[config.mk]
export PLATFORM = sky130hd
export DESIGN_NAME = beat_counter
export DESIGN_NICKNAME = d
export VERILOG_FILES = /design/src/logic/rvseed_axi_cfg.svh /design/src/logic/beat_counter.sv
export SDC_FILE = /design/constraint.sdc
export NUM_CORES = 1
export LEC_CHECK = 0
export BUFFER_PORTS_ARGS = -buffer_cell sky130_fd_sc_hd__buf_4
export CORE_AREA = 2 2 39 41
export CTS_BUF_LIST = sky130_fd_sc_hd__clkbuf_4
export CTS_CLUSTER_SIZE = 30
export DETAILED_ROUTE_END_ITERATION = 16
export DIE_AREA = 0 0 41 43
export MAX_ROUTING_LAYER = met4
export PLACE_DENSITY = 0.62
export SYNTH_ARGS = -nofsm -noshare
export SYNTH_HDL_FRONTEND = slang
export SYNTH_SLANG_ARGS = --single-unit
[constraint.sdc]
create_clock -name clock -period 2 [get_ports clock]
set_input_delay 0.1 -clock clock [delete_from_list [all_inputs] [get_ports clock]]
set_output_delay 0.1 -clock clock [all_outputs]
set_load 0.02 [all_outputs]
[src/logic/rvseed_axi_cfg.svh]
`ifndef RVSEED_AXI_CFG_SVH
`define RVSEED_AXI_CFG_SVH

// request side, one double word per access
`define RW_DATA_WIDTH 64

// axi master and sram bus
`define AXI_DATA_WIDTH 64
`define AXI_ADDR_WIDTH 32

// sram depth in bus words
`define SRAM_WORDS 512

`endif
[src/logic/beat_counter.sv]
`timescale 1ns/1ps
`default_nettype none

module beat_counter (
    input  wire        clock,
    input  wire        reset,
    input  wire        clear_i,
    input  wire        beat_i,
    input  wire  [7:0] len_i,
    output logic [7:0] beat_o,
    output logic       last_o
);

    logic [7:0] count;

    // holds at len so a stray beat cannot run past the burst
    always_ff @(posedge clock) begin
        if (reset || clear_i) begin
            count <= 8'd0;
        end else if (beat_i && count != len_i) begin
            count <= count + 8'd1;
        end
    end

    assign beat_o = count;
    assign last_o = (count == len_i);   // axi len is beats minus one

endmodule

`default_nettype wire

# ---- Yosys cells after proc, flatten, opt, wreduce, memory -nomap -nowiden
# Cells that the tools add are included.
# W data, S select, Z words.
dict set report word_totals {
  rom_bits 0
  reg_bits 8
  inputBits 12
  ram_bits 0
  n_memories 0
  latchBits 0
}
dict set report classes {
  eq_ne 2
  muxes 0
  n_reduce_logical 2
  n_bitwise 0
  n_mul 0
  n_addsub 1
  shift 0
  n_lt_le_gt_ge 0
  div 0
}
# operator count
set ops {}
lappend ops {{$add A8 B1 Y8 const B} 1}
lappend ops {{$eq A8 B8 Y1} 1}
lappend ops {{$ne A8 B8 Y1} 1}
lappend ops {{$logic_and A1 B1 Y1} 1}
lappend ops {{$logic_or A1 B1 Y1} 1}

# ---- Depth between registers and ports, before layout
dict set report depth {
  ltp_word 2
  ltp_mapped 4
  depth_no_buf 4
}

# ---- Worst setup path before layout
# OpenSTA, ideal clock, no wires.
dict set report synth_path {
  path_type {reg-to-reg}
  from {reg count[6], in the netlist beat_o[6]}
  to {reg count[0], in the netlist beat_o[0]}
  arrival_time_ps 1436
  path_stages_with_launch 5
  n_path_buf 0
  setup_time_ps 126
  required_ps 1874
  period_less_slack_ps 1563
  slack_ps 437
  path_cell_list {dfxtp_1 xor2_1 nor4_2 a21boi_1 mux2i_1}
}
dict set report synth_between {
  elab_chain_cells 2
}
# element line
set synth_lines {}
lappend synth_lines {{start, declared} beat_counter.sv:14} ;# logic [7:0] count;
lappend synth_lines {{start signal, assigned} beat_counter.sv:21} ;# count <= count + 8'd1;
lappend synth_lines {{$ne A8 B8 Y1} beat_counter.sv:20} ;# end else if (beat_i && count != len_i) begin
lappend synth_lines {{$logic_and A1 B1 Y1} beat_counter.sv:20}
# No other way between the ends.
# A chain may end at the register's enable or synchronous reset.

# ---- Worst setup path in the final report
dict set report layout_path {
  from {reg count[4], in the netlist beat_o[4]}
  to {out last_o}
}
dict set report layout_between {
  elab_chain_cells 1
}
# element line
set layout_lines {}
lappend layout_lines {{$eq A8 B8 Y1} beat_counter.sv:26} ;# assign last_o = (count == len_i);
lappend layout_lines {{end, declared} beat_counter.sv:11} ;# output logic last_o
# No other way between the ends.

==> metrics.yaml <==
outcome: "completed"
synthCells: 58
cp.required_ns: 1.90
cts_tree: "built"
synth_area_um2: 511.7
irDropWorstVdd_mv: 0.2980
grt_setup_unrepaired: "false"
cts_buffers: 3
synthTopCellsByArea: "dfxtp_1, mux2i_1, xor2_1"
synthesis.nets: 71
cp.arrival_ns: 1.52
worstHoldPathType: "primary input to register"
dp_hpwl_um: 900.8
area_delta_synth_final_pct: 40.59
fin_skew_ns: 0.003722
grtUsageTotal: 0.1607
power_switching_uw: 85.19
netlist.area_leader.share: 0.3130
slew_headroom: 0.5944
diodes: 0
slew_violations: 0
post-route-min-period_ns: 1.621
tns_ns: 0
worst_pin_slew_ns: 0.6062
cp_max_fo: 8
combPwrFrac: 0.150
grt_pass1_wl_um: 1794
detail_route.wirelength_um: 1180
core-area_mm2: 0.001384
layout.cells.non_filler: 99
setup_viol: 0
viasPerCell: 5.091
grt_pass1_vias: 420
end_kind: "output pin"
pin_count: 21
clk-insertion-delay-late_ns: 0.26
clock-root-buffer: "clkbuf_4"
synth_top_cell_by_area: "dfxtp_1"
clock.fmax_mhz: 617.0
die_h_um: 43
switching_share: 0.2486
largest_reg_flops: 8
synth-seq-cells: 8
drive_above_1_share: 0.3253
hold_viol: 0
drc_errors: 0
fp-row-count: 14
start_util: 0.3698
hold_buffers: 0
final_cell_mix: "buf_4, nand2_1, xor2_1, mux2i_1, dfxtp_1"
antenna_found_initial: 0
ys_warn_count: 0
start_kind: "register"
first_pass_iters: 4
path_clk_slew_ns: 0.06
yosysUniqueCellTypes: 15
dp.cells: 96
p_leak_nw: 0.3223
drv_cap: 0
place_congestion: 0.7326
p_int_uw: 257.5
die-area_mm2: 0.001763
fin_nets: 98
ant_nets: 0
worstSetupPathType: "register to output pin"
cts_buffer_depth: 2
drt_iter0_drc: 11
wl_per_cell_um: 11.92
fin_crit_sh: 0.8103
power_frac_seq: 0.475
cts.repair.resized: 0
grt_max_degree: 10
die_x_um: 41
h-tree-depth: 1
synth_area_per_cell_um2: 8.823
vias: 504
numPortBuffers: 20
power_density_mw_per_mm2: 476.3
power.share.clock: 0.375
pre_cts_slack_ns: 0.5578
ys_seq_area_frac: 0.3130
fin_ws_ns: 0.3793
grt_overflow_total: 0
clock_sinks: 8
final_common_cell: "buf_4"
post_cts_buffers: 0
## Yosys cell counts
cell	count
nand2_1	12
nor2_1	1
and4_1	1
a211oi_1	2
a21oi_1	3
nor4_2	2
ha_1	1
mux2i_1	8
dfxtp_1	8
nand4_1	1
a21boi_1	2
xor2_1	8
and2_1	1
nand3_1	1
or3_1	7
## worst max-delay path: stages, from the launching register on
cell and delay, ns:
dfxtp_1 0.36, xor2_1 0.18, nor4_2 0.26, buf_4 0.19, and2_1 0.13, buf_4 0.13
## cell type report
type | instances | area, um^2
Timing Repair Buffer | 22 | 165.2
Multi-Input combinational cell | 50 | 351.6
Clock buffer | 3 | 22.52
Tap cell | 16 | 20.02
Fill cell | 136 | 664.4
Sequential cell | 8 | 160.2
## cells by family (layout without fill, tap and decap cells)
group / count (synthesis) / count (layout) / synth area share
simple gates: 26 / 26 / 0.2812
xor+xnor: 8 / 8 / 0.1369
mux: 8 / 8 / 0.1565
flops: 8 / 8 / 0.3130
compound gates: 7 / 7 / 0.08799
fa+ha+maj: 1 / 1 / 0.02445
buf+inv: 0 / 25 / 0
## metrics by stage
stage / instance area, um^2 / util / hold WS, ns / power (mW)
2_1_floorplan: 511.7 / - / 0.2794 / 0.1888
4_1_cts: 719.4 / 0.5199 / 0.1585 / 0.3467
3_5_place_dp: 696.9 / 0.5036 / 0.4303 / 0.2177
3_3_place_gp: 696.9 / 0.5036 / 0.4299 / 0.2172
6_report: 719.4 / 0.5199 / 0.1643 / 0.3427
5_1_grt: 719.4 / 0.5199 / 0.1796 / 0.3573
## metal layers
metal,GRT usage,vias up,share of wire
met2,0.2281,19,0.49
li1,-,262,-
met3,0.04712,2,0.067
met5,-,-,0
met1,0.1903,221,0.44
met4,0.1000,0,0.0076
## power groups by stage
| stage | registers [mW] | logic [mW] | clock network (mW) |
|---|---|---|---|
| floorplan | 0.168 | 0.0211 | 0 |
| global placement | 0.166 | 0.0509 | 0 |
| detailed placement | 0.166 | 0.0513 | 0 |
| CTS | 0.163 | 0.0515 | 0.132 |
| global route | 0.163 | 0.0558 | 0.138 |
| finish | 0.163 | 0.0513 | 0.129 |
## path summary, 6_finish.rpt
| path | cells after the start | end | slack [ns] | start |
|---|---|---|---|---|
| worst max-delay path | 5 | last_o | 0.38 | beat_o[4] |
| worst min-delay path | 3 | beat_o[4] | 0.16 | reset |
| worst max register to register | 5 | beat_o[6] | 0.55 | beat_o[5] |
| worst min register to register | 2 | beat_o[7] | 0.50 | beat_o[7] |
Note: power is estimated with default switching activity, not from simulation.
