===== config.mk =====
export PLATFORM = sky130hd
export DESIGN_NAME = axi_channel_fsm
export DESIGN_NICKNAME = d
export VERILOG_FILES = /design/src/logic/rvseed_axi_cfg.svh /design/src/logic/rvseed_axi_pkg.sv /design/src/logic/axi_channel_fsm.sv
export SDC_FILE = /design/constraint.sdc
export NUM_CORES = 1
export LEC_CHECK = 0
export ABC_AREA = 1
export BUFFER_PORTS_ARGS = -buffer_cell sky130_fd_sc_hd__buf_2
export CAP_MARGIN = 20
export CORE_MARGIN = 8
export CORE_UTILIZATION = 40
export DETAILED_ROUTE_END_ITERATION = 10
export PLACE_DENSITY = 0.66
export SLEW_MARGIN = 20
export SYNTH_ARGS = -nofsm -noshare
export SYNTH_HDL_FRONTEND = slang
export SYNTH_SLANG_ARGS = --single-unit

===== constraint.sdc =====
create_clock -name clock -period 3.35 [get_ports clock]
set_input_delay 0.5025 -clock clock [delete_from_list [all_inputs] [get_ports clock]]
set_output_delay 0.5025 -clock clock [all_outputs]
set_load 0.01 [all_outputs]

===== src/logic/rvseed_axi_cfg.svh =====
`ifndef RVSEED_AXI_CFG_SVH
`define RVSEED_AXI_CFG_SVH

// request side, one double word per access
`define RW_DATA_WIDTH 64

// axi master and sram bus
`define AXI_DATA_WIDTH 64
`define AXI_ADDR_WIDTH 32

// sram depth in bus words
`define SRAM_WORDS 512

`endif

===== src/logic/rvseed_axi_pkg.sv =====
`default_nettype none

package rvseed_axi_pkg;

    typedef enum logic {
        REQ_READ  = 1'b0,
        REQ_WRITE = 1'b1
    } rw_req_e;

    // bytes per access = 1 << size
    typedef enum logic [1:0] {
        SIZE_B = 2'd0,
        SIZE_H = 2'd1,
        SIZE_W = 2'd2,
        SIZE_D = 2'd3
    } rw_size_e;

    typedef enum logic [1:0] {
        FIXED = 2'd0,
        INCR  = 2'd1,
        WRAP  = 2'd2     // 2'd3 reserved
    } axi_burst_e;

    // ordered so a larger code is a worse response
    typedef enum logic [1:0] {
        OKAY   = 2'd0,
        EXOKAY = 2'd1,
        SLVERR = 2'd2,
        DECERR = 2'd3
    } axi_resp_e;

endpackage

`default_nettype wire


===== src/logic/axi_channel_fsm.sv =====
`timescale 1ns/1ps
`default_nettype none

module axi_channel_fsm import rvseed_axi_pkg::*; (
    input  wire       clock,
    input  wire       reset,
    input  wire       rw_valid_i,
    input  rw_req_e   rw_req_i,
    output logic      rw_ready_o,
    output axi_resp_e rw_resp_o,
    output logic      aw_valid_o,
    input  wire       aw_ready_i,
    output logic      w_valid_o,
    input  wire       w_ready_i,
    input  wire       b_valid_i,
    output logic      b_ready_o,
    input  axi_resp_e b_resp_i,
    output logic      ar_valid_o,
    input  wire       ar_ready_i,
    input  wire       r_valid_i,
    output logic      r_ready_o,
    input  axi_resp_e r_resp_i,
    input  wire       last_beat_i,
    output logic      idle_o
);

    typedef enum logic [1:0] {W_IDLE, W_ADDR, W_DATA, W_RESP} w_state_e;
    typedef enum logic [1:0] {R_IDLE, R_ADDR, R_DATA} r_state_e;

    w_state_e  w_state;
    r_state_e  r_state;
    axi_resp_e r_worst;     // worst read beat so far

    function automatic axi_resp_e worse(axi_resp_e a, axi_resp_e b);
        return (a > b) ? a : b;
    endfunction

    wire aw_hs  = aw_valid_o & aw_ready_i;
    wire w_hs   = w_valid_o & w_ready_i;
    wire b_hs   = b_valid_i & b_ready_o;
    wire ar_hs  = ar_valid_o & ar_ready_i;
    wire r_hs   = r_valid_i & r_ready_o;
    wire r_done = r_hs & last_beat_i;

    // the ready pulse cycle still sees the old request, so skip it
    wire start = rw_valid_i & ~rw_ready_o & idle_o;

    always_ff @(posedge clock) begin
        if (reset) begin
            w_state <= W_IDLE;
        end else begin
            case (w_state)
                W_IDLE: if (start && rw_req_i == REQ_WRITE) w_state <= W_ADDR;
                W_ADDR: if (aw_hs) w_state <= W_DATA;
                W_DATA: if (w_hs && last_beat_i) w_state <= W_RESP;
                W_RESP: if (b_hs) w_state <= W_IDLE;
                default: w_state <= W_IDLE;
            endcase
        end
    end

    always_ff @(posedge clock) begin
        if (reset) begin
            r_state <= R_IDLE;
        end else begin
            case (r_state)
                R_IDLE: if (start && rw_req_i == REQ_READ) r_state <= R_ADDR;
                R_ADDR: if (ar_hs) r_state <= R_DATA;
                R_DATA: if (r_done) r_state <= R_IDLE;
                default: r_state <= R_IDLE;
            endcase
        end
    end

    // completion pulse and response capture
    always_ff @(posedge clock) begin
        if (reset) begin
            rw_ready_o <= 1'b0;
            rw_resp_o  <= OKAY;
            r_worst    <= OKAY;
        end else begin
            rw_ready_o <= b_hs | r_done;
            if (b_hs) begin
                rw_resp_o <= b_resp_i;
            end else if (r_done) begin
                rw_resp_o <= worse(r_worst, r_resp_i);
            end
            if (ar_hs) begin
                r_worst <= OKAY;
            end else if (r_hs) begin
                r_worst <= worse(r_worst, r_resp_i);
            end
        end
    end

    assign aw_valid_o = (w_state == W_ADDR);
    assign w_valid_o  = (w_state == W_DATA);
    assign b_ready_o  = (w_state == W_RESP);
    assign ar_valid_o = (r_state == R_ADDR);
    assign r_ready_o  = (r_state == R_DATA);
    assign idle_o     = (w_state == W_IDLE) && (r_state == R_IDLE);

endmodule

`default_nettype wire


==> Word-level counts from Yosys, hierarchy flattened <==
Cells that the tools add are included.
W data, S select, Z words.
{ "totals": {"ff_bits": 9, "latchBits": 0, "ram_bits": 0, "romBits": 0, "inputBits": 14, "output_inout_bits": 9, "memories": 0} }
{ "op_classes": {"n_addsub": 0, "n_mul": 0, "div": 0, "order_cmp": 1, "eq_ne": 12, "shift": 0, "mux": 12, "bitwise_logic": 11, "reduce_logical": 10} }
{ "op_table": {"columns": ["cell", "n"], "rows": [
  ["$mux W2", 10],
  ["$ne A2 B1 Y1 const B", 5],
  ["$and A1 B1 Y1", 8],
  ["$pmux W2 S4", 1],
  ["$eq A2 B2 Y1 const B", 3],
  ["$pmux W2 S3", 1],
  ["$eq A2 B1 Y1 const B", 2],
  ["$logic_and A1 B1 Y1", 4],
  ["$logic_not A2 Y1", 2],
  ["$ne A2 B2 Y1 const B", 2],
  ["$reduce_and A4 Y1", 1],
  ["$reduce_and A3 Y1", 1],
  ["$gt A2 B2 Y1", 1],
  ["$not A1 Y1", 2],
  ["$reduce_bool A2 Y1", 1],
  ["$reduce_or A2 Y1", 1],
  ["$or A1 B1 Y1", 1]
]} }

==> Logic depth before layout (Yosys ltp) <==
{ "logic_depth": {"word_depth": 6, "ltp_mapped": 10} }

==> Worst setup path before layout <==
No wires, ideal clock.
{ "synth_timing": {"kind": "flip-flop to output port", "from": "register w_state[0]", "to": "output port idle_o", "arrival_ns": 0.955, "required_ns": 2.847, "setup_slack_ns": 1.892, "path_stages_with_launch": 4, "path_buffers": 0, "cell_sequence": "dfxtp_1 inv_1 ha_1 nor3b_1"} }
{ "synth_between": {"elab_chain_len": 2} }
{ "synth_rtl": {"columns": ["element", "line_no", "source"], "rows": [
  ["start: declaration", "axi_channel_fsm.sv:30", "w_state_e w_state;"],
  ["start signal: assignment", "axi_channel_fsm.sv:50", "w_state <= W_IDLE;"],
  ["start signal: assignment", "axi_channel_fsm.sv:53", "W_IDLE: if (start && rw_req_i == REQ_WRITE) w_state <= W_ADDR;"],
  ["start signal: assignment", "axi_channel_fsm.sv:54", "W_ADDR: if (aw_hs) w_state <= W_DATA;"],
  ["$logic_not A2 Y1", "axi_channel_fsm.sv:101", "assign idle_o = (w_state == W_IDLE) && (r_state == R_IDLE);"],
  ["$logic_and A1 B1 Y1", "axi_channel_fsm.sv:101", null],
  ["end: declaration", "axi_channel_fsm.sv:24", "output logic idle_o"]
]} }
Every way passes these cells.

==> Final worst setup path <==
Ends and elaborated chain as after synthesis.

==> impl_metrics.json <==
{
  "outcome": "finished clean",
  "grt_pass1_vias": 603,
  "hold_ws_ps": 478,
  "pre_cts_ws_ps": 1780,
  "avgSynthCellArea_um2": 6.80,
  "worst_setup_path_end_kind": "output pin",
  "wl_um": 1450,
  "diodes": 0,
  "row_count": 14,
  "cts_root_buffer": "clkbuf_4",
  "rsz0062_at_grt": "false",
  "grt_max_degree": 7,
  "ir_worst_vdd_mv": 0.303,
  "postCtsResizedCells": 0,
  "cts_setup_buffers": 0,
  "antenna_found_initial": 0,
  "wl_per_cell_um": 11.1,
  "final_layout_size_suffix_gt1_share_pct": 23.5,
  "crit_fanout": 4,
  "core_area_mm2": 0.00145,
  "die_h_um": 54.9,
  "syn-cell-area_um2": 606,
  "power.leakage_nw": 0.419,
  "first_iter_violations": 3,
  "vias_per_cell": 4.74,
  "hold_viol_final": 0,
  "maxCapViolations": 0,
  "tightest_slew_ps": 271,
  "ys_ff_latch": 9,
  "htreeDepth": 1,
  "fin_tns_setup_ps": 0,
  "placed_cells": 127,
  "cp.required_ps": 2850,
  "cts_tree": "yes",
  "clk-insertion-delay-late_ps": 260,
  "clock_sinks": 9,
  "antenna_left": 0,
  "num_vias": 621,
  "nets": 138,
  "grt_pass1_wl_um": 2440,
  "layout_min_cycle_time_ps": 1840,
  "setup_viol": 0,
  "first_pass_iters": 4,
  "syn-num-nets": 111,
  "fin_skew_ps": 2.47,
  "start_kind": "register",
  "yosysUniqueCellTypes": 17,
  "hold_class": "reg2reg",
  "fin_crit_sh_pct": 55.0,
  "fin_ws_ps": 1510,
  "arrival_ps": 1340,
  "routabilityCongestion": 0.778,
  "io_pins": 23,
  "grt-ovfl-total": 0,
  "initial_utilization_pct": 41.7,
  "post-route-drc-count": 0,
  "fillerInstances": 154,
  "die_area_mm2": 0.00302,
  "place_hpwl_um": 1220,
  "totalPowerFinal_w": 0.000432,
  "synthCells": 89,
  "instances_no_fill": 131,
  "power_density_mw_per_mm2": 567,
  "synth_warnings": 0,
  "ys_seq_area_share_pct": 29.8,
  "io_buffers": 22,
  "area.growth.synth_to_final_pct": 25.8,
  "synth_largest_area_cell": "dfxtp_1",
  "relSlewSlack_pct": 81.9,
  "critPathKind": "reg2out",
  "yosys-top-cells-area": "dfxtp_1 (30%), ha_1 (17%), nand2_1 (12%), inv_1 (11%), a21oi_1 (6.6%)",
  "die_w_um": 54.9,
  "grt_use_total_pct": 11.2,
  "yosysTopAreaCellShare_pct": 29.8,
  "cts_buffers": 3,
  "clockBufferDepth": 2,
  "fmax_mhz": 543,
  "cts_hold_buffers": 0,
  "cts.clk_slew.worst_paths_ps": 60,
  "finalMaxSlewViolations": 0
}
-- where the power goes --
group          internal [W]  leakage [nW]  switching (W)   total, W
Clock             0.0000460        0.0150      0.0000397  0.0000857
Sequential         0.000125        0.0732      0.0000167   0.000141
Combinational     0.0000852         0.331       0.000120   0.000205
-- critical path, cell delays in order, from the launching register on --
cell and delay, ps:
dfxtp_1 340, inv_1 110, ha_1 200, nor3b_1 250, buf_2 180
-- sequential cells by signal (all words and copies together), names as in the netlist --
signal,cells
rw_resp_o,2
r_state,2
rw_ready_o,1
w_state,2
r_worst,2
-- cells in the mapped netlist --
cell / number
a211oi_1: 1
a21boi_0: 1
a21oi_1: 8
dfxtp_1: 9
ha_1: 8
inv_1: 18
inv_2: 1
nand2_1: 19
nand3_1: 7
nand3b_1: 1
nand4_1: 2
nor2_1: 9
nor2_4: 1
nor3b_1: 1
o21a_1: 1
o21ai_0: 1
o21bai_1: 1
-- per-stage QoR --
step	util, %	instance area [um^2]
after floorplan	-	606
after global placement	50.6	736
after detailed placement	50.6	736
after CTS	52.4	762
after global routing	52.4	762
final	52.4	762
-- final timing paths --
| kind | from | to | slack [ps] | cells after the start |
|---|---|---|---|---|
| max | w_state[0]$_SDFFE_PP0P_ | idle_o | 1510 | 4 |
| min reg2reg | rw_resp_o[1]$_SDFFE_PP0P_ | rw_resp_o[1]$_SDFFE_PP0P_ | 480 | 2 |
| min | rw_resp_o[1]$_SDFFE_PP0P_ | rw_resp_o[1]$_SDFFE_PP0P_ | 480 | 2 |
| max reg2reg | w_state[0]$_SDFFE_PP0P_ | w_state[0]$_SDFFE_PP0P_ | 1950 | 7 |
-- logic make-up after synthesis --
logic type,count (synthesis),share of synthesized area (%)
buf+inv,19,11.8
flops,9,29.8
simple gates,40,29.5
compound gates,13,12.4
fa+ha+maj,8,16.5
-- final cells by class --
| type | instances | area [um^2] | area share [%] |
|---|---|---|---|
| clock buffer | 4 | 26.3 | 3.45 |
| inverter | 19 | 71.3 | 9.36 |
| multi-input combinational | 61 | 354 | 46.5 |
| sequential | 9 | 180 | 23.6 |
| tap | 16 | 20.0 | 2.63 |
| timing repair buffer | 22 | 110 | 14.4 |
-- cells in the final DEF, fill, tap and decap left out, types with 2 or more instances in the layout --
cell type	netlist	layout
buf_2	0	22
inv_1	18	18
a21oi_1	8	8
nand2_1	19	19
clkbuf_4	0	3
ha_1	8	8
nand3_1	7	7
nor2_1	9	9
nand4_1	2	2
dfxtp_1	9	9
-- layer usage --
metal  GRT usage, %  share of wire (%)  wire length [um]  up-vias
met2           18.7                 47               684       19
met3           5.88                8.5               123        2
met1           11.7                 43               632      268
met5              0                  0                 0        -
li1               -                  -                 -      332
met4           4.80               0.89                13        0
(Power assumes the default switching activity.)
