[src/logic/rvseed_axi_cfg.svh]
`ifndef RVSEED_AXI_CFG_SVH
`define RVSEED_AXI_CFG_SVH

// request side, one double word per access
`define RW_DATA_WIDTH 64

// axi master and sram bus
`define AXI_DATA_WIDTH 64
`define AXI_ADDR_WIDTH 32

// sram depth in bus words
`define SRAM_WORDS 512

`endif
[src/logic/rvseed_axi_pkg.sv]
`default_nettype none

package rvseed_axi_pkg;

    typedef enum logic {
        REQ_READ  = 1'b0,
        REQ_WRITE = 1'b1
    } rw_req_e;

    // bytes per access = 1 << size
    typedef enum logic [1:0] {
        SIZE_B = 2'd0,
        SIZE_H = 2'd1,
        SIZE_W = 2'd2,
        SIZE_D = 2'd3
    } rw_size_e;

    typedef enum logic [1:0] {
        FIXED = 2'd0,
        INCR  = 2'd1,
        WRAP  = 2'd2     // 2'd3 reserved
    } axi_burst_e;

    // ordered so a larger code is a worse response
    typedef enum logic [1:0] {
        OKAY   = 2'd0,
        EXOKAY = 2'd1,
        SLVERR = 2'd2,
        DECERR = 2'd3
    } axi_resp_e;

endpackage

`default_nettype wire

[src/logic/lane_align.sv]
`timescale 1ns/1ps
`default_nettype none

`include "rvseed_axi_cfg.svh"

module lane_align import rvseed_axi_pkg::*; (
    input  wire                         clock,
    input  wire                         reset,
    input  wire  [`AXI_ADDR_WIDTH-1:0]  rw_addr_i,
    input  rw_size_e                    rw_size_i,
    input  wire  [`RW_DATA_WIDTH-1:0]   rw_w_data_i,
    input  wire  [7:0]                  beat_i,
    input  wire                         r_beat_i,
    input  wire  [`AXI_DATA_WIDTH-1:0]  r_data_i,
    output logic [7:0]                  len_o,
    output logic [`AXI_ADDR_WIDTH-1:0]  axi_addr_o,
    output logic [`AXI_DATA_WIDTH-1:0]  w_data_o,
    output logic [`AXI_DATA_WIDTH/8-1:0] w_strb_o,
    output logic [`RW_DATA_WIDTH-1:0]   data_read_o
);

    localparam int DW = `AXI_DATA_WIDTH;
    localparam int SW = `AXI_DATA_WIDTH / 8;

    logic [SW-1:0]   size_strb;
    logic [2:0]      size_last;      // last byte index within the access
    logic [2*SW-1:0] strb_wide;
    logic [2*DW-1:0] mask_wide;
    logic [2*DW-1:0] w_wide;
    logic [DW-1:0]   lane_mask;
    logic [2*DW-1:0] r_wide;
    logic [DW-1:0]   r_lane;

    wire [2:0] offset   = rw_addr_i[2:0];
    wire [5:0] bit_off  = {offset, 3'b000};
    wire [3:0] lane_end = {1'b0, offset} + {1'b0, size_last};
    wire       hi_beat  = (beat_i != 8'd0);

    always_comb begin
        case (rw_size_i)
            SIZE_B: begin
                size_strb = 8'h01;
                size_last = 3'd0;
            end
            SIZE_H: begin
                size_strb = 8'h03;
                size_last = 3'd1;
            end
            SIZE_W: begin
                size_strb = 8'h0f;
                size_last = 3'd3;
            end
            default: begin
                size_strb = 8'hff;
                size_last = 3'd7;
            end
        endcase
    end

    // two lanes side by side, upper one is beat 1
    assign strb_wide = {{SW{1'b0}}, size_strb} << offset;

    always_comb begin
        for (int i = 0; i < 2 * SW; i++) begin
            mask_wide[8*i +: 8] = {8{strb_wide[i]}};
        end
    end

    assign len_o      = {7'd0, lane_end[3]};   // crossing takes a second beat
    assign axi_addr_o = {rw_addr_i[`AXI_ADDR_WIDTH-1:3], 3'b000};

    assign w_wide   = {{DW{1'b0}}, rw_w_data_i} << bit_off;
    assign w_data_o = hi_beat ? w_wide[2*DW-1:DW] : w_wide[DW-1:0];
    assign w_strb_o = hi_beat ? strb_wide[2*SW-1:SW] : strb_wide[SW-1:0];

    // read lane placed back in its lane pair, then shifted down
    assign lane_mask = hi_beat ? mask_wide[2*DW-1:DW] : mask_wide[DW-1:0];
    assign r_wide    = hi_beat ? {r_data_i & lane_mask, {DW{1'b0}}}
                               : {{DW{1'b0}}, r_data_i & lane_mask};
    assign r_lane    = DW'(r_wide >> bit_off);

    always_ff @(posedge clock) begin
        if (reset) begin
            data_read_o <= '0;
        end else if (r_beat_i) begin
            data_read_o <= hi_beat ? (data_read_o | r_lane) : r_lane;
        end
    end

endmodule

`default_nettype wire

[config.mk]
export PLATFORM = sky130hd
export DESIGN_NAME = lane_align
export DESIGN_NICKNAME = d
export VERILOG_FILES = /design/src/logic/rvseed_axi_pkg.sv /design/src/logic/lane_align.sv
export VERILOG_INCLUDE_DIRS = /design/src /design/src/logic
export SDC_FILE = /design/constraint.sdc
export NUM_CORES = 1
export LEC_CHECK = 0
export ABC_AREA = 1
export BUFFER_PORTS_ARGS = -buffer_cell sky130_fd_sc_hd__buf_2
export CORE_AREA = 2 2 202 105
export CTS_BUF_LIST = sky130_fd_sc_hd__clkbuf_4 sky130_fd_sc_hd__clkbuf_8
export CTS_CLUSTER_DIAMETER = 100
export DETAILED_ROUTE_END_ITERATION = 10
export DIE_AREA = 0 0 204 107
export PLACE_DENSITY = 0.74
export SLEW_MARGIN = 25
export SYNTH_ARGS = -nofsm -noshare
export SYNTH_HDL_FRONTEND = slang
export SYNTH_SLANG_ARGS = --single-unit
[constraint.sdc]
create_clock -name clock -period 2.4 [get_ports clock]
set_input_delay 0.36 -clock clock [delete_from_list [all_inputs] [get_ports clock]]
set_output_delay 0.36 -clock clock [all_outputs]
set_load 0.005 [all_outputs]
==> Word level (Yosys, flattened, before mapping) <==
Cells that the tools add are included.
{ "totals": {"ff_bits": 64, "inputBits": 173, "out_inout_bits": 176} }
{ "op_classes": {"addsub": 1, "eq_ne": 2, "shift": 3, "muxes": 7, "bitwise": 2, "n_reduce_logical": 2} }
{ "op_table": {"columns": ["op", "count"], "rows": [
  ["2-to-1 mux 64 bit", 3],
  ["2-to-1 mux 128 bit", 1],
  ["<< shifter 64 x 6 -> 128 bit", 1],
  ["right shift 128 x 6 -> 64 bit", 1],
  ["bitwise AND 64 bit", 1],
  ["bitwise OR 64 bit", 1],
  ["case mux 8 bit (3 select lines)", 1],
  ["<< shifter 8 x 3 -> 16 bit", 1],
  ["case mux 3 bit (3 select lines)", 1],
  ["2-to-1 mux 8 bit", 1],
  ["nonzero test 8 bit", 1],
  ["adder 3 x 3 -> 4 bit", 1],
  ["equality test 2 x 1 -> 1 bit (second input constant)", 1],
  ["equality test 2 bit (second input constant)", 1],
  ["logical NOT 2 bit", 1]
]} }

==> Logic depth before layout (Yosys ltp) <==
Gate-level depths: netlist (run 1).
{ "logic_depth": {"word_depth": 9, "ltp_mapped": 16, "depth_no_buf": 14} }

==> Least setup slack after synthesis (run 1) <==
OpenSTA, ideal clock, no wires.
{ "synth_path": {"kind": "input -> output", "start": "input port rw_addr_i[0]", "end": "output port w_data_o[16]", "t_arrival_ps": 1672, "t_required_ps": 2040, "path_slack_ps": 368, "path_stages": 7, "path_cell_list": "buf_4 clkbuf_1 buf_2 mux2i_1 o21ai_0 a22oi_1 o21ai_0"} }
{ "synth_between": {"elab_chain_cells": 2} }
{ "synth_rtl": {"columns": ["item", "line_no", "rtl"], "rows": [
  ["from (decl)", "lane_align.sv:9", "input wire [`AXI_ADDR_WIDTH-1:0] rw_addr_i,"],
  ["<< shifter 64 x 6 -> 128 bit", "lane_align.sv:72", "assign w_wide = {{DW{1'b0}}, rw_w_data_i} << bit_off;"],
  ["2-to-1 mux 64 bit", "lane_align.sv:73", "assign w_data_o = hi_beat ? w_wide[2*DW-1:DW] : w_wide[DW-1:0];"],
  ["to (decl)", "lane_align.sv:17", "output logic [`AXI_DATA_WIDTH-1:0] w_data_o,"]
]} }
No other way between the ends.

==> Worst setup path in the final report (run 1) <==
{ "layout_path": {"start": "input port beat_i[5]", "end": "output port w_data_o[33]"} }
{ "layout_between": {"elab_chain_cells": 2} }
{ "layout_rtl": {"columns": ["item", "line_no", "rtl"], "rows": [
  ["from (decl)", "lane_align.sv:12", "input wire [7:0] beat_i,"],
  ["nonzero test 8 bit", "lane_align.sv:37", "wire hi_beat = (beat_i != 8'd0);"],
  ["2-to-1 mux 64 bit", "lane_align.sv:73", null]
]} }
No other way between the ends.

==> metrics.md, run 1 <==
| Metric | Value |
|---|---|
| Outcome | complete, no violations |
| Worst setup EP type | output pin |
| Clk Tree Root Cell | clkbuf_8 |
| DP HPWL | 38.7 mm |
| Top reg by flops | data_read_o |
| Pre-CTS setup slack | -0.128 ns |
| I/O Buffers | 280 |
| DIE WIDTH | 204 um |
| #FFs+latches synth | 64 |
| Commonest non-fill, non-tap cells in the layout | 594 x nand2_1, 278 x buf_2, 188 x nand3_1, 140 x buf_4, 112 x a21oi_1 |
| Layout Nets | 2117 |
| Placed Instances | 2204 |
| TritonCTS Buffers | 9 |
| Relative slew margins | 0.485 |
| Worst-skew pair later-pin latency | 0.36 ns |
| Max-slew violation count | 0 |
| Sw Pwr | 0.00159 W |
| Worst Hold Class | in2reg |
| Tot Pwr | 0.00383 W |
| VDD IR max | 0.318 mV |
| Tmin final | 2.32 ns |
| Power Dens Cells | 334 nW/um2 |
| DRC violations left | 0 |
| Max layer used | met5 |
| Max Fanout on Critical Path | 8 |
| Design Area, Final | 11500 um2 |
| TritonRoute pass-1 iters | 6 |
| Max_cap viols | 0 |
| Largest regs | data_read_o: 64 flops |
| Row count | 37 |
| DR vias/cell | 5.92 |
| Total Neg Setup Slack | 0 ns |
| CP top delay family | buffers and inverters |
| Initial Utilization | 0.439 |
| Clk pwr share | 0.265 |
| Critical-path top delay cell | o221ai_1 |
| Switching Share | 0.415 |
| Largest net degree at the start of global routing | 80 |
| Gpl congestion | 1.04 |
| Distinct cell type count after synthesis | 42 |
| GR Overflow Total | 0 |
| Synth top area cells | nand2_1 25%, dfxtp_1 15%, nand3_1 11% |
| Placed inst area | 11200 um2 |
| Metal2 WL | 16.1 mm |
| Share of layout cells above drive strength 1 | 0.266 |
| Non-Filler Instances | 2221 |
| Combinational share of power | 0.430 |
| Ys flop type | dfxtp_1 |
| First-pass GRT wire length | 71.3 mm |
| Area growth syn-to-layout | 29.9% |
| Initial antenna violation count | 1 |
| Crit Path Class | in2out |
| Worst Path Arrival | 1.96 ns |
| Die area | 21800 um2 |
| Critical-path cell list | buf_2, nor2_4, nand2_2, nor2_8, buf_12, nand2_2, buf_4, clkinv_1, nand2_2, o221ai_1, buf_2 |
| Syn Std Cell Area | 8820 um2 |
| Yosys top cell by area | nand2_1 |
| Setup crit start kind | input port |
| Clock Pin Slew Worst Setup and Hold Paths | 0.08 ns |
| Met3 WL | 10.2 mm |
| Crit-path most repeated cell | nand2_2 |
| WP data required | 2.04 ns |
| Synth async-reset ratio | 0 |
| Vias in the first global route | 11400 |
| Setup violations, final | 0 |
| Detail Route Antenna Nets | 0 |
| Sink Count | 64 |
| Drt wl/cell | 22.0 um |
| Starting DRT DRC Count | 2296 |
| Synthesis warning total | 0 |
| Commonest non-fill, non-tap cell in the layout | nand2_1 |
| Flop pwr share | 0.306 |
| Inserted Diodes | 0 |
| H-tree depth | 3 |
| M1 WL | 22.0 mm |
| GRT Total Usage | 0.440 |
| Final Worst Setup Slack | 0.0812 ns |
| Largest register FFs | 64 |
| Hold Violations, Final | 0 |
| Peak Freq | 431 MHz |
| Bufs and invs on worst path | 5 |
| Maximum buffer depth of the clock tree | 2 |
| P_int | 0.00224 W |
| Worst slew pin tran | 0.772 ns |
| Final Routed Wirelength | 48.9 mm |
| Mapped Cells | 1642 |
| CP max stage delay | 0.26 ns |
| Io pins | 349 |
| Final clock skew | 0 ns |
| Lkg Pwr | 6.01 nW |
| Die H | 107 um |
| Routed vias | 13100 |
| Number of enable flip-flop cells after synthesis | 0 |
| CTS tree | yes |
| Hold Buf Count CTS | 0 |
| Final cycle utilization of the critical path | 0.966 |
| CORE AREA | 20100 um2 |
| Sequential-to-total area share from yosys stat | 0.145 |
| Post-synth top area share | 0.254 |
| Mapped Avg Cell Area | 5.37 um2 |
[cell usage after synthesis (6+ instances only)]
master / instances
nor2_2: 8
a21oi_1: 112
nand3_1: 188
buf_1: 23
nand3b_1: 6
inv_1: 99
o21ai_1: 13
o21ai_0: 102
nor2_1: 99
buf_4: 43
dfxtp_1: 64
mux2i_1: 32
a22oi_1: 8
nand2_1: 597
a31oi_1: 7
nand4_1: 29
o211ai_1: 14
clkbuf_1: 54
nand3_2: 11
nand2_2: 15
or2_2: 7
o22ai_1: 17
buf_2: 33
o221ai_1: 26
[power groups by stage]
| stage | clock [W] | sequential [W] | combinational, W |
|---|---|---|---|
| 3_5_place_dp | 0 | 0.00119 | 0.00155 |
| 4_1_cts | 0.00102 | 0.00117 | 0.00156 |
| 2_1_floorplan | 0 | 0.00118 | 0.000859 |
| 3_3_place_gp | 0 | 0.00119 | 0.00155 |
| 6_report | 0.00101 | 0.00117 | 0.00164 |
| 5_1_grt | 0.00106 | 0.00117 | 0.00175 |
[per-stage QoR]
step	hold WS [ns]	utilization
2_1_floorplan	0.462	-
3_3_place_gp	0.448	0.555
6_report	0.454	0.570
4_1_cts	0.447	0.567
5_1_grt	0.476	0.570
3_5_place_dp	0.453	0.555
[logic make-up after synthesis]
kind of cell,count (synthesis),share of synthesized area
and+or+nand+nor,970,0.475
AOI/OAI and AO/OA,310,0.202
buffers and inverters,264,0.139
DFF,64,0.145
muxes,32,0.0363
adders and majority gates,1,0.00142
other,1,0.000425
[layer usage]
| layer | track usage | vias to the layer above |
|---|---|---|
| met1 | 0.687 | 5939 |
| met5 | 0.0357 | - |
| met2 | 0.502 | 1112 |
| li1 | - | 6010 |
| met3 | 0.242 | 74 |
| met4 | 0.0440 | 4 |
[worst register-to-register path, stage by stage (launching register included)]
cell and delay (ns):
dfxtp_1 0.55, nand2_1 0.10, a21oi_1 0.14
[worst paths after layout]
check / cells after the start / from / slack [ns] / end
setup / recovery: 11 / beat_i[5] / 0.08 / w_data_o[33]
hold / removal: 5 / r_data_i[5] / 0.45 / data_read_o[5]$_SDFFE_PP0P_
setup reg to reg: 2 / data_read_o[44]$_SDFFE_PP0P_ / 1.55 / data_read_o[44]$_SDFFE_PP0P_
hold reg to reg: 2 / data_read_o[23]$_SDFFE_PP0P_ / 0.46 / data_read_o[23]$_SDFFE_PP0P_
[layout make-up]
cell class,instances,area [um2]
inverter,107,410
timing repair buffer,438,2830
clock buffer,11,145
multi-input combinational,1323,6390
tap,273,342
sequential,64,1280
fill,2091,8630
clock inverter,5,56.3
[what timing repair did]
item | CTS | global route
pin swaps | 0 | 1
gates resized for setup | 4 | 11
endpoints found under the hold margin | 0 | 0
endpoints found under the setup margin | 8 | 38
gates cloned | 1 | 0
setup buffers | 0 | 1
Note: power is estimated with default switching activity, not from simulation.
==> run 2: changes to the inputs <==
- CAP_MARGIN: not set -> 5
- MAX_ROUTING_LAYER: not set -> met4
==> run 2 against run 1 <==
Against the previous run: utilization decreased by 0.20 points; sequential cell count unchanged; count of clock-buffer cells in the layout shrank 1; clock skew did not move; hold slack got worse by 0.075 ns; die area unchanged; global-route usage is 1.6 points higher; final cell count rose by 0.27%; wire length rose by 1.8%; critical endpoint is now data_read_o[55]$_SDFFE_PP0P_; largest power group unchanged.
==> metrics.md, run 2 (synthesis results as in run 1) <==
| Metric | Value |
|---|---|
| Hold Violations, Final | 0 (unchanged) |
| Relative slew margins | 0.610 (+0.125) |
| Max_cap viols | 0 (unchanged) |
| Largest net degree at the start of global routing | 79 (-1.3%) |
| CP top delay family | simple AND/OR/NAND/NOR gates |
| CORE AREA | 20100 um2 (unchanged) |
| Clock Pin Slew Worst Setup and Hold Paths | 0.07 ns (about the same) |
| Critical-path top delay cell | nand3_1 |
| Maximum buffer depth of the clock tree | 2 (unchanged) |
| Sw Pwr | 0.00159 W (+0.48%) |
| Share of layout cells above drive strength 1 | 0.268 (+0.00137) |
| First-pass GRT wire length | 72.0 mm (+0.88%) |
| Reg2reg path depth | 2 (unchanged) |
| Gpl congestion | 1.07 (+2.4%) |
| Lkg Pwr | 6.01 nW (about the same) |
| H-tree depth | 3 (unchanged) |
| Switching Share | 0.432 (+0.0169) |
| Starting DRT DRC Count | 2374 (+3.4%) |
| Commonest non-fill, non-tap cells in the layout | 595 x nand2_1, 278 x buf_2, 188 x nand3_1, 146 x buf_4, 112 x a21oi_1 |
| DRC violations left | 0 (unchanged) |
| Final cycle utilization of the critical path | 0.996 (+0.0298) |
| Drt wl/cell | 22.4 um (+1.5%) |
| Clk pwr share | 0.238 (-0.027) |
| R2R Setup Slk | 1.61 ns (+0.06 ns) |
| Initial Utilization | 0.439 (unchanged) |
| Commonest non-fill, non-tap cell in the layout | nand2_1 |
| Flop pwr share | 0.316 (+0.010) |
| Setup crit start kind | input port |
| GRT Total Usage | 0.456 (+0.0155) |
| Bufs and invs on worst path | 4 (-1) |
| Non-Filler Instances | 2227 (+0.27%) |
| Largest register FFs | 64 (unchanged) |
| DP HPWL | 40.0 mm (+3.5%) |
| Tmin final | 2.39 ns (+0.0715 ns) |
| DR vias/cell | 5.93 (+0.22%) |
| Sink Count | 64 (unchanged) |
| Total Neg Setup Slack | 0 ns (unchanged) |
| Io pins | 349 (unchanged) |
| VDD IR max | 0.271 mV (-15%) |
| Top reg by flops | data_read_o |
| Final Worst Setup Slack | 0.00962 ns (-0.0715 ns) |
| Area growth syn-to-layout | 29.4% |
| Hold Path End | data_read_o[25]$_SDFFE_PP0P_ |
| Max-slew violation count | 0 (unchanged) |
| Hold Buf Count CTS | 0 (unchanged) |
| Critical-path cell list | buf_2, nor2_4, nand2_2, nor2_8, buf_4, buf_4, nand3_1, nand2_2, nor2_4, nand3_1, buf_4, nand2_1, nand2_1, nand3_1, nand2_1, a21oi_1 |
| Detail Route Antenna Nets | 0 (unchanged) |
| Peak Freq | 418 MHz (-3.0%) |
| DIE WIDTH | 204 um (unchanged) |
| Hold path depth | 3 (-2) |
| Final Routed Wirelength | 49.8 mm (+1.8%) |
| Clk Tree Root Cell | clkbuf_8 |
| TritonRoute pass-1 iters | 9 (+3) |
| Combinational share of power | 0.446 (+0.016) |
| Worst slew pin tran | 0.585 ns (-0.187 ns) |
| Worst setup EP type | flop |
| Crit Path Class | in2reg |
| Worst-skew pair later-pin latency | 0.38 ns (+0.02 ns) |
| Initial antenna violation count | 1 (unchanged) |
| Vias in the first global route | 11400 (+0.079%) |
| RR Endpoint | data_read_o[2]$_SDFFE_PP0P_ |
| CTS tree | yes |
| Worst Path Arrival | 2.64 ns (+0.68 ns) |
| TritonCTS Buffers | 9 (unchanged) |
| Hold Slack | 0.379 ns (-0.0747 ns) |
| Fillers | 2124 (+1.6%) |
| Seq. cell area | 1280 um2 (unchanged) |
| Final clock skew | 0 ns (unchanged) |
| P_int | 0.00210 W (-6.2%) |
| Power Dens Cells | 323 nW/um2 (-3.1%) |
| Placed Instances | 2205 (+0.045%) |
| Max Fanout on Critical Path | 7 (-1) |
| WP data required | 2.65 ns (+0.61 ns) |
| CP max stage delay | 0.30 ns (+0.04 ns) |
| Outcome | complete, no violations |
| GR Overflow Total | 0 (unchanged) |
| Final Util | 0.568 (-0.00199) |
| R2r startpoint | data_read_o[2]$_SDFFE_PP0P_ |
| Pre-CTS setup slack | -0.143 ns (-0.0153 ns) |
| Largest regs | data_read_o: 64 flops |
| Setup violations, final | 0 (unchanged) |
| Die H | 107 um (unchanged) |
| Hold Startpoint | r_beat_i |
| Worst Hold Class | in2reg |
| I/O Buffers | 280 (unchanged) |
| Layout Nets | 2122 (+0.24%) |
| Worst path depth | 16 (+5) |
| Routed vias | 13200 (+0.49%) |
| Row count | 37 (unchanged) |
| Area of the multi-input gates | 6380 um2 (-0.20%) |
| Die area | 21800 um2 (unchanged) |
[run 2: final cells by class]
cell class / count / share of cell area
Clock inverter: 6 / 0.00318
Inverter: 107 / 0.0358
Clock buffer: 10 / 0.0115
Sequential cell: 64 / 0.112
Antenna cell: 1 / 0.000219
Multi-Input combinational cell: 1323 / 0.559
Timing Repair Buffer: 443 / 0.249
Tap cell: 273 / 0.0299
[run 2: routing by layer]
layer / vias to the layer above / part of all wire / GRT usage
li1: 6017 / - / -
met1: 5973 / 0.45 / 0.696
met2: 1156 / 0.33 / 0.509
met3: 58 / 0.21 / 0.239
met4: 0 / 0.0091 / 0.0378
met5: - / 0 / -
[run 2: per-stage QoR]
step                      instance area, um2  total power (W)
after detailed placement               11100          0.00275
after global placement                 11100          0.00274
after global routing                   11400          0.00384
final                                  11400          0.00369
after floorplan                         8860          0.00204
after CTS                              11300          0.00360
[run 2: worst register-to-register path, cell delays in order, from the launching register on]
cell	delay (ns)
dfxtp_1	0.49
nand2_1	0.12
a21oi_2	0.13
[run 2: how the worst max path moves through the flow]
stage | start | slack [ns] | end
2_1_floorplan | rw_addr_i[0] | 0.37 | w_data_o[16]
3_3_place_gp | beat_i[1] | -0.11 | data_read_o[55]$_SDFFE_PP0P_
3_5_place_dp | beat_i[3] | -0.14 | data_read_o[58]$_SDFFE_PP0P_
4_1_cts | beat_i[1] | 0.005 | w_data_o[20]
5_1_grt | beat_i[7] | -0.009 | data_read_o[55]$_SDFFE_PP0P_
6_report | beat_i[7] | 0.01 | data_read_o[55]$_SDFFE_PP0P_
[run 2: what timing repair did]
| item | CTS | global route |
|---|---|---|
| buffers inserted | 0 | 5 |
| gates cloned | 0 | 1 |
| gates resized for setup | 3 | 9 |
| hold endpoints to repair | 0 | 0 |
| pin swaps | 0 | 3 |
| endpoints found under the setup margin | 8 | 50 |
[run 2: power groups by stage]
stage / logic (W) / clock network [W] / registers (W)
2_1_floorplan: 0.000859 / 0 / 0.00118
3_3_place_gp: 0.00156 / 0 / 0.00119
3_5_place_dp: 0.00156 / 0 / 0.00119
4_1_cts: 0.00156 / 0.000870 / 0.00117
5_1_grt: 0.00175 / 0.000916 / 0.00117
6_report: 0.00165 / 0.000879 / 0.00117
